--- config.mk ---
export PLATFORM = sky130hd
export DESIGN_NAME = rx_frontend
export DESIGN_NICKNAME = d
export VERILOG_FILES = /design/src/rx_pkg.sv /design/src/cfo_phase_accumulator.sv /design/src/pbch_llr_fifo.sv /design/src/quadrant_derotator.sv /design/src/rx_frontend.sv /design/src/rx_regmap.sv
export SDC_FILE = /design/constraint.sdc
export NUM_CORES = 1
export LEC_CHECK = 0
export BUFFER_PORTS_ARGS = -buffer_cell sky130_fd_sc_hd__buf_2
export CORE_AREA = 2 2 203 205
export DETAILED_ROUTE_END_ITERATION = 10
export DIE_AREA = 0 0 205 207
export PLACE_DENSITY = 0.62
export RECOVER_POWER = 25
export SLEW_MARGIN = 25
export SYNTH_ARGS = -nofsm -noshare
export SYNTH_HDL_FRONTEND = slang
export SYNTH_SLANG_ARGS = --single-unit
export TNS_END_PERCENT = 1
--- constraint.sdc ---
create_clock -name clk_i -period 3.8 [get_ports clk_i]
set_input_delay 0.76 -clock clk_i [delete_from_list [all_inputs] [get_ports clk_i]]
set_output_delay 0.76 -clock clk_i [all_outputs]
set_load 0.02 [all_outputs]
--- src/rx_pkg.sv ---
package rx_pkg;

    // ------------------------------------------------------------
    // sample path
    localparam int IQ_DW      = 32;
    localparam int IQ_HALF_DW = IQ_DW / 2;
    localparam int PHASE_DW   = 20;

    // I in the low half, Q in the high half
    typedef struct packed {
        logic signed [IQ_HALF_DW-1:0] q;
        logic signed [IQ_HALF_DW-1:0] i;
    } iq_sample_t;

    // ------------------------------------------------------------
    // pbch llr buffer
    localparam int LLR_DW         = 8;
    localparam int LLR_TYPE_DW    = 2;
    localparam int LLR_FIFO_DEPTH = 16;
    localparam int LLR_LEVEL_DW   = $clog2(LLR_FIFO_DEPTH) + 1;
    localparam int LLR_OVF_BIT    = 16;

    typedef logic [LLR_DW-1:0]      llr_t;
    typedef logic [LLR_TYPE_DW-1:0] llr_type_t;

    localparam llr_type_t LLR_TYPE_PBCH = 2'd1;

    // ------------------------------------------------------------
    // register map
    localparam int N_ID_DW       = 10;
    localparam int SAMPLE_CNT_DW = 64;
    localparam int REG_ADDR_DW   = 4;
    localparam int REG_DW        = 32;

    localparam logic [REG_ADDR_DW-1:0] ADDR_CTRL        = 4'd0;
    localparam logic [REG_ADDR_DW-1:0] ADDR_LAST_SAMPLE = 4'd1;
    localparam logic [REG_ADDR_DW-1:0] ADDR_N_ID        = 4'd2;
    localparam logic [REG_ADDR_DW-1:0] ADDR_CNT_LO      = 4'd3;
    localparam logic [REG_ADDR_DW-1:0] ADDR_CNT_HI      = 4'd4;
    localparam logic [REG_ADDR_DW-1:0] ADDR_LLR_LEVEL   = 4'd5;
    localparam logic [REG_ADDR_DW-1:0] ADDR_LLR_POP     = 4'd6;
    localparam logic [REG_ADDR_DW-1:0] ADDR_LLR_CLEAR   = 4'd7;

endpackage

--- src/cfo_phase_accumulator.sv ---
`timescale 1ns/100ps

module cfo_phase_accumulator import rx_pkg::*; (
    input  logic                       clk_i,
    input  logic                       reset_ni,

    input  logic                       cfo_mode_i,
    input  logic signed [PHASE_DW-1:0] cfo_inc_i,
    input  logic                       cfo_valid_i,
    input  logic                       sample_valid_i,

    output logic        [PHASE_DW-1:0] phase_o
);

    logic signed [PHASE_DW-1:0] inc_acc;
    logic        [PHASE_DW-1:0] phase;

    // ------------------------------------------------------------
    // increment and phase, both from the old values of the cycle
    always_ff @(posedge clk_i) begin
        if (!reset_ni) begin
            inc_acc <= '0;
            phase   <= '0;
        end else if (cfo_mode_i) begin
            // manual mode holds everything at zero
            inc_acc <= '0;
            phase   <= '0;
        end else begin
            // corrections are relative to the previous one
            if (cfo_valid_i) begin
                inc_acc <= inc_acc - cfo_inc_i;
            end
            if (sample_valid_i) begin
                phase <= phase + inc_acc;
            end
        end
    end

    assign phase_o = phase;

    // ------------------------------------------------------------
    // manual mode pins the phase seen by the derotator
    a_manual_phase_zero : assert property (
        @(posedge clk_i) disable iff (!reset_ni)
        cfo_mode_i |=> (phase_o == '0)
    ) else $error("phase not zero in manual CFO mode");

endmodule

--- src/pbch_llr_fifo.sv ---
`timescale 1ns/100ps

module pbch_llr_fifo import rx_pkg::*; (
    input  logic                    clk_i,
    input  logic                    reset_ni,

    input  llr_t                    llr_i,
    input  llr_type_t               llr_type_i,
    input  logic                    llr_valid_i,

    input  logic                    pop_i,
    input  logic                    clear_i,

    output llr_t                    head_o,
    output logic [LLR_LEVEL_DW-1:0] level_o,
    output logic                    overflow_o
);

    localparam int PTR_DW = $clog2(LLR_FIFO_DEPTH);

    llr_t                    llr_mem [LLR_FIFO_DEPTH];
    logic [PTR_DW-1:0]       wr_ptr;
    logic [PTR_DW-1:0]       rd_ptr;
    logic [LLR_LEVEL_DW-1:0] level;
    logic                    is_pbch;
    logic                    full;
    logic                    push;

    assign is_pbch = llr_valid_i && (llr_type_i == LLR_TYPE_PBCH);
    assign full    = (level == LLR_LEVEL_DW'(LLR_FIFO_DEPTH));
    // full buffer drops the new entry, even with a pop in the same cycle
    assign push    = is_pbch && !full;

    always_ff @(posedge clk_i) begin
        if (push) begin
            llr_mem[wr_ptr] <= llr_i;
        end
    end

    always_ff @(posedge clk_i) begin
        if (!reset_ni || clear_i) begin
            wr_ptr     <= '0;
            rd_ptr     <= '0;
            level      <= '0;
            overflow_o <= 1'b0;
        end else begin
            if (push) begin
                wr_ptr <= wr_ptr + 1'b1;
            end
            if (pop_i) begin
                rd_ptr <= rd_ptr + 1'b1;
            end
            level <= level + LLR_LEVEL_DW'(push) - LLR_LEVEL_DW'(pop_i);
            if (is_pbch && full) begin
                overflow_o <= 1'b1;
            end
        end
    end

    assign head_o  = llr_mem[rd_ptr];
    assign level_o = level;

    a_no_pop_empty : assert property (
        @(posedge clk_i) disable iff (!reset_ni)
        pop_i |-> (level != '0)
    ) else $error("pop on empty LLR buffer");

endmodule

--- src/quadrant_derotator.sv ---
`timescale 1ns/100ps

module quadrant_derotator import rx_pkg::*; (
    input  logic                clk_i,
    input  logic                reset_ni,

    input  iq_sample_t          sample_i,
    input  logic                sample_valid_i,
    input  logic [PHASE_DW-1:0] phase_i,

    output iq_sample_t          rot_sample_o,
    output logic                rot_valid_o
);

    logic [1:0] quadrant;
    iq_sample_t rot_next;

    // -32768 has no positive counterpart
    function automatic logic signed [IQ_HALF_DW-1:0] neg_sat(
        input logic signed [IQ_HALF_DW-1:0] x
    );
        logic signed [IQ_HALF_DW-1:0] min_val;
        min_val = {1'b1, {(IQ_HALF_DW-1){1'b0}}};
        if (x == min_val) begin
            return ~min_val;
        end
        return -x;
    endfunction

    assign quadrant = phase_i[PHASE_DW-1 -: 2];

    // multiply by j^k
    always_comb begin
        case (quadrant)
            2'd0: begin
                rot_next.i = sample_i.i;
                rot_next.q = sample_i.q;
            end
            2'd1: begin
                rot_next.i = neg_sat(sample_i.q);
                rot_next.q = sample_i.i;
            end
            2'd2: begin
                rot_next.i = neg_sat(sample_i.i);
                rot_next.q = neg_sat(sample_i.q);
            end
            default: begin
                rot_next.i = sample_i.q;
                rot_next.q = neg_sat(sample_i.i);
            end
        endcase
    end

    always_ff @(posedge clk_i) begin
        if (sample_valid_i) begin
            rot_sample_o <= rot_next;
        end
    end

    always_ff @(posedge clk_i) begin
        if (!reset_ni) begin
            rot_valid_o <= 1'b0;
        end else begin
            rot_valid_o <= sample_valid_i;
        end
    end

    a_valid_latency : assert property (
        @(posedge clk_i) disable iff (!reset_ni)
        $past(reset_ni) |-> (rot_valid_o == $past(sample_valid_i))
    ) else $error("rot_valid_o does not follow sample_valid_i by one cycle");

endmodule

--- src/rx_frontend.sv ---
`timescale 1ns/100ps

module rx_frontend import rx_pkg::*; (
    input  logic                       clk_i,
    input  logic                       reset_ni,

    // sample stream
    input  iq_sample_t                 sample_i,
    input  logic                       sample_valid_i,
    output iq_sample_t                 rot_sample_o,
    output logic                       rot_valid_o,

    // detector results
    input  logic signed [PHASE_DW-1:0] cfo_inc_i,
    input  logic                       cfo_valid_i,
    input  logic        [N_ID_DW-1:0]  n_id_i,
    input  logic                       n_id_valid_i,

    // demapper llrs
    input  llr_t                       llr_i,
    input  llr_type_t                  llr_type_i,
    input  logic                       llr_valid_i,

    // register bus
    input  logic [REG_ADDR_DW-1:0]     reg_addr_i,
    input  logic                       reg_read_i,
    input  logic                       reg_write_i,
    input  logic [REG_DW-1:0]          reg_wdata_i,
    output logic [REG_DW-1:0]          reg_rdata_o,
    output logic                       reg_rvalid_o
);

    logic                    cfo_mode;
    logic [PHASE_DW-1:0]     phase;
    logic                    llr_pop;
    logic                    llr_clear;
    llr_t                    llr_head;
    logic [LLR_LEVEL_DW-1:0] llr_level;
    logic                    llr_overflow;

    // ------------------------------------------------------------
    // sample path
    cfo_phase_accumulator cfo_phase_accumulator_inst (
        .clk_i          (clk_i),
        .reset_ni       (reset_ni),
        .cfo_mode_i     (cfo_mode),
        .cfo_inc_i      (cfo_inc_i),
        .cfo_valid_i    (cfo_valid_i),
        .sample_valid_i (sample_valid_i),
        .phase_o        (phase)
    );

    quadrant_derotator quadrant_derotator_inst (
        .clk_i          (clk_i),
        .reset_ni       (reset_ni),
        .sample_i       (sample_i),
        .sample_valid_i (sample_valid_i),
        .phase_i        (phase),
        .rot_sample_o   (rot_sample_o),
        .rot_valid_o    (rot_valid_o)
    );

    // ------------------------------------------------------------
    // llr buffer and registers
    pbch_llr_fifo pbch_llr_fifo_inst (
        .clk_i       (clk_i),
        .reset_ni    (reset_ni),
        .llr_i       (llr_i),
        .llr_type_i  (llr_type_i),
        .llr_valid_i (llr_valid_i),
        .pop_i       (llr_pop),
        .clear_i     (llr_clear),
        .head_o      (llr_head),
        .level_o     (llr_level),
        .overflow_o  (llr_overflow)
    );

    rx_regmap rx_regmap_inst (
        .clk_i          (clk_i),
        .reset_ni       (reset_ni),
        .reg_addr_i     (reg_addr_i),
        .reg_read_i     (reg_read_i),
        .reg_write_i    (reg_write_i),
        .reg_wdata_i    (reg_wdata_i),
        .sample_i       (sample_i),
        .sample_valid_i (sample_valid_i),
        .n_id_i         (n_id_i),
        .n_id_valid_i   (n_id_valid_i),
        .llr_head_i     (llr_head),
        .llr_level_i    (llr_level),
        .llr_overflow_i (llr_overflow),
        .reg_rdata_o    (reg_rdata_o),
        .reg_rvalid_o   (reg_rvalid_o),
        .cfo_mode_o     (cfo_mode),
        .llr_pop_o      (llr_pop),
        .llr_clear_o    (llr_clear)
    );

endmodule

--- src/rx_regmap.sv ---
`timescale 1ns/100ps

module rx_regmap import rx_pkg::*; (
    input  logic                    clk_i,
    input  logic                    reset_ni,

    input  logic [REG_ADDR_DW-1:0]  reg_addr_i,
    input  logic                    reg_read_i,
    input  logic                    reg_write_i,
    input  logic [REG_DW-1:0]       reg_wdata_i,

    input  iq_sample_t              sample_i,
    input  logic                    sample_valid_i,
    input  logic [N_ID_DW-1:0]      n_id_i,
    input  logic                    n_id_valid_i,

    input  llr_t                    llr_head_i,
    input  logic [LLR_LEVEL_DW-1:0] llr_level_i,
    input  logic                    llr_overflow_i,

    output logic [REG_DW-1:0]       reg_rdata_o,
    output logic                    reg_rvalid_o,
    output logic                    cfo_mode_o,
    output logic                    llr_pop_o,
    output logic                    llr_clear_o
);

    iq_sample_t               last_sample;
    logic [N_ID_DW-1:0]       n_id;
    logic [SAMPLE_CNT_DW-1:0] sample_cnt;
    logic [REG_DW-1:0]        rdata_next;

    // ------------------------------------------------------------
    // control and status registers
    always_ff @(posedge clk_i) begin
        if (!reset_ni) begin
            cfo_mode_o  <= 1'b0;
            last_sample <= '0;
            n_id        <= '0;
            sample_cnt  <= '0;
        end else begin
            if (reg_write_i && (reg_addr_i == ADDR_CTRL)) begin
                cfo_mode_o <= reg_wdata_i[0];
            end
            if (sample_valid_i) begin
                last_sample <= sample_i;
                sample_cnt  <= sample_cnt + 1'b1;
            end
            if (n_id_valid_i) begin
                n_id <= n_id_i;
            end
        end
    end

    assign llr_pop_o   = reg_read_i && (reg_addr_i == ADDR_LLR_POP) && (llr_level_i != '0);
    assign llr_clear_o = reg_write_i && (reg_addr_i == ADDR_LLR_CLEAR);

    // ------------------------------------------------------------
    // read mux, unknown addresses give zero
    always_comb begin
        rdata_next = '0;
        case (reg_addr_i)
            ADDR_CTRL:        rdata_next[0] = cfo_mode_o;
            ADDR_LAST_SAMPLE: rdata_next = last_sample;
            ADDR_N_ID:        rdata_next[N_ID_DW-1:0] = n_id;
            ADDR_CNT_LO:      rdata_next = sample_cnt[REG_DW-1:0];
            ADDR_CNT_HI:      rdata_next = sample_cnt[SAMPLE_CNT_DW-1 -: REG_DW];
            ADDR_LLR_LEVEL: begin
                rdata_next[LLR_LEVEL_DW-1:0] = llr_level_i;
                rdata_next[LLR_OVF_BIT]      = llr_overflow_i;
            end
            ADDR_LLR_POP: begin
                if (llr_level_i != '0) begin
                    rdata_next[LLR_DW-1:0] = llr_head_i;
                end
            end
            default:          rdata_next = '0;
        endcase
    end

    always_ff @(posedge clk_i) begin
        if (reg_read_i) begin
            reg_rdata_o <= rdata_next;
        end
    end

    always_ff @(posedge clk_i) begin
        if (!reset_ni) begin
            reg_rvalid_o <= 1'b0;
        end else begin
            reg_rvalid_o <= reg_read_i;
        end
    end

    a_no_read_write : assert property (
        @(posedge clk_i) disable iff (!reset_ni)
        !(reg_read_i && reg_write_i)
    ) else $error("register read and write in the same cycle");

endmodule

==> out/results.txt <==
Status = finished with violations
Failing checks = capacitance limit, slew limit
Max frequency = 310 MHz
Power Density = 458 nW/um^2
CTS sink count = 359
Worst skew pair latency = 0.57 ns
Met3 Resource Use GR = 0.0352
Area growth from synthesis to layout = 14.3%
Leakage = 0.00795 uW
Setup crit start = pbch_llr_fifo_inst.level_o[2]$_SDFF_PP0_
Worst reg2reg endpoint = pbch_llr_fifo_inst.level_o[4]$_SDFF_PP0_
H-tree level count = 2
Final Net Count = 1,917
Slew @ Worst Pin = 2.06 ns
Top post-synthesis cells by area = edfxtp_1, dfxtp_1, mux4_2
Final wirelength = 44.4 mm
Arr. time, crit path = 3.73 ns
Total GRT Usage = 0.210
Critical Path End Type = flip-flop
Power, Total = 9410 uW
Max-cap violations = 1
Critical path endpoint = pbch_llr_fifo_inst.level_o[4]$_SDFF_PP0_
First-pass GRT wire length = 69.9 mm
DP Wirelength = 31.6 mm
Vias per inst = 5.67
Cells after synthesis = 1,609
Max Slew Vio Count = 34
RSZ-0062 raised after global routing = no
Core Footprint = 40,400 sq um
Top FF cell, synth = edfxtp_1
Initial Utilization = 0.446
Worst vdd ir = 0.000527 V
Worst-case clock buffer depth = 3
Fraction of registers with async set/reset = 0
CP Class = reg -> reg
Antenna-violating nets left = 0
Worst Path Max Fanout = 3
Synth cell types = 78
Setup Skew = 0.0278 ns
Largest net degree at the start of global routing = 117
Wire per inst = 19.3 um
Post-CTS sizing = 0
Setup TNS = 0 ns
Hold Buf Count CTS = 0
DR iter-0 viols = 1,241
Synth top area share = 0.321
Worst Reg-to-Reg Cells = 13
Vias in the first global route = 12,500
Post-route minimum period = 3.23 ns
Number of antenna violations at the first check in global routing = 3
Via Count = 13,100
Ratio of cells with drive above 1 in the final layout = 0.176
Rows = 74
CTS tree = done
Hold WC Path Type = in -> reg
Placer's final routability congestion estimate = 0.888
Die Span Y = 207 um
Netlist Area Pre-Place = 18,000 sq um
Full die area = 42,400 sq um
Final hold vios = 0
Post-CTS Setup Inserts = 0
Global route hottest layer = met2
Ports = 182
Reg-to-reg slack, setup = 0.57 ns
Global route overflow = 0
CTS Buf Count = 39
Flops & latches, synth = 359
Clk slew on worst S/H paths = 0.06 ns
Final period utilization = 0.849
Reg2reg start = pbch_llr_fifo_inst.level_o[2]$_SDFF_PP0_
Final setup vio count = 0
Fill cells = 3,647
WHS = 0.448 ns
Seq/Total Area, Yosys = 0.506
M2 GR Usage = 0.330
First-pass iteration count of the detailed router = 8
Syn Nets = 1,780
Die W = 205 um
DRC = 0
Critical Path RT = 4.30 ns
Mean post-synth cell area = 11.2 sq um
EDFF count, synth = 192
Synth area leader = edfxtp_1
Met1 GRT Util = 0.290
Max_slew headroom = -0.373
Syn. warnings = 0
Root Buffer = clkbuf_16
I/O Buffers = 150
Startpoint types = flip-flop
layout make-up:
class	count	area (sq um)	area share
antenna	2	5.00	0.000243
clock buffer	52	1050	0.0509
clock inverter	17	189	0.00919
sequential	359	9110	0.443
inverter	77	289	0.0141
timing repair buffer	180	982	0.0478
tap	532	666	0.0324
multi-input combinational	1089	8280	0.403
report_power, final:
group | internal (uW) | switching (uW)
Clock | 2100 | 1570
Combinational | 556 | 790
Sequential | 4270 | 122
placed cells by master, fill, tap and decap left out, types with 57 or more instances in the layout:
cell and count:
mux2i_1 59, o21ai_0 62, dfxtp_1 165, buf_2 139, a21oi_1 58, mux4_2 57, edfxtp_1 192, nand2_1 109
nor2_1 99, xnor2_1 65, inv_1 75
registers in the layout, indices dropped and copies added, names as in the netlist, named ones only:
name                                  count
rx_regmap_inst.sample_cnt                64
rx_regmap_inst.reg_rvalid_o               1
pbch_llr_fifo_inst.rd_ptr                 4
pbch_llr_fifo_inst.overflow_o             1
rx_regmap_inst.reg_rdata_o               32
pbch_llr_fifo_inst.wr_ptr                 4
pbch_llr_fifo_inst.level_o                5
cfo_phase_accumulator_inst.phase_o       20
rx_regmap_inst.last_sample               32
quadrant_derotator_inst.rot_sample_o     32
quadrant_derotator_inst.rot_valid_o       1
cfo_phase_accumulator_inst.inc_acc       20
rx_regmap_inst.cfo_mode_o                 1
rx_regmap_inst.n_id                      10
pbch_llr_fifo_inst.llr_mem              128
worst max-delay path, stage by stage (launching register included):
cell     delay, ns
dfxtp_1       0.39
inv_1         0.08
ha_1          0.21
nor4b_1       0.14
or4b_2        0.63
nor2_1        0.17
ha_1          0.16
inv_1         0.04
ha_1          0.22
fa_1          0.42
a21oi_1       0.14
nor2_1        0.07
or3_1         0.35
a21oi_1       0.16
synth_stat cells (all sizes together) (10+ instances only):
cell type  count
a211oi        11
a21o          16
a21oi         58
a222oi        29
a31oi         11
and2          55
and3          26
buf           15
clkbuf        69
dfxtp        167
edfxtp       192
ha            52
inv           75
mux2i         59
mux4          57
nand2        109
nand2b        21
nand3         47
nand4         27
nor2         100
nor2b         55
nor3          36
o211ai        10
o21a          13
o21ai         64
o22ai         10
or3           14
xnor2         65
xor2          32
metal layers:
metal  vias to the layer above  routed length [um]
met5                         -                  21
met1                      6322               19600
met2                       417               20400
met3                        95                2860
li1                       6257                   -
met4                         4                1530
through the flow:
stage / cells / instance area (sq um) / util / worst slack, ns
final: 2308 / 20600 / 0.509 / 0.574
after global routing: 2307 / 20600 / 0.509 / 0.384
after CTS: 2305 / 20500 / 0.509 / 0.600
after detailed placement: 2236 / 19300 / 0.478 / 0.276
after global placement: 2236 / 19300 / 0.478 / 0.330
after floorplan: 1609 / 18000 / - / 0.301
logic make-up after synthesis:
kind of cell,Yosys count,synth area share
xor+xnor,97,0.0472
fa+ha+maj,55,0.0395
compound gates,291,0.111
mux,125,0.110
simple gates,521,0.152
flops,359,0.506
buf+inv,161,0.0339
worst min path at each step:
| stage | from | slack (ns) | endpoint | cells after the start |
|---|---|---|---|---|
| 3_3_place_gp | cfo_phase_accumulator_inst.phase_o[12]$_SDFFE_PP0P_ | 0.44 | cfo_phase_accumulator_inst.phase_o[12]$_SDFFE_PP0P_ | 2 |
| 4_1_cts | n_id_i[4] | 0.41 | rx_regmap_inst.n_id[4]$_SDFFE_PN0P_ | 3 |
| 5_1_grt | n_id_i[0] | 0.45 | rx_regmap_inst.n_id[0]$_SDFFE_PN0P_ | 3 |
| 3_5_place_dp | cfo_phase_accumulator_inst.phase_o[12]$_SDFFE_PP0P_ | 0.45 | cfo_phase_accumulator_inst.phase_o[12]$_SDFFE_PP0P_ | 2 |
| 2_1_floorplan | cfo_phase_accumulator_inst.phase_o[12]$_SDFFE_PP0P_ | 0.43 | cfo_phase_accumulator_inst.phase_o[12]$_SDFFE_PP0P_ | 2 |
| 6_report | n_id_i[4] | 0.45 | rx_regmap_inst.n_id[4]$_SDFFE_PN0P_ | 3 |
Power figures use the tool's default switching activity.
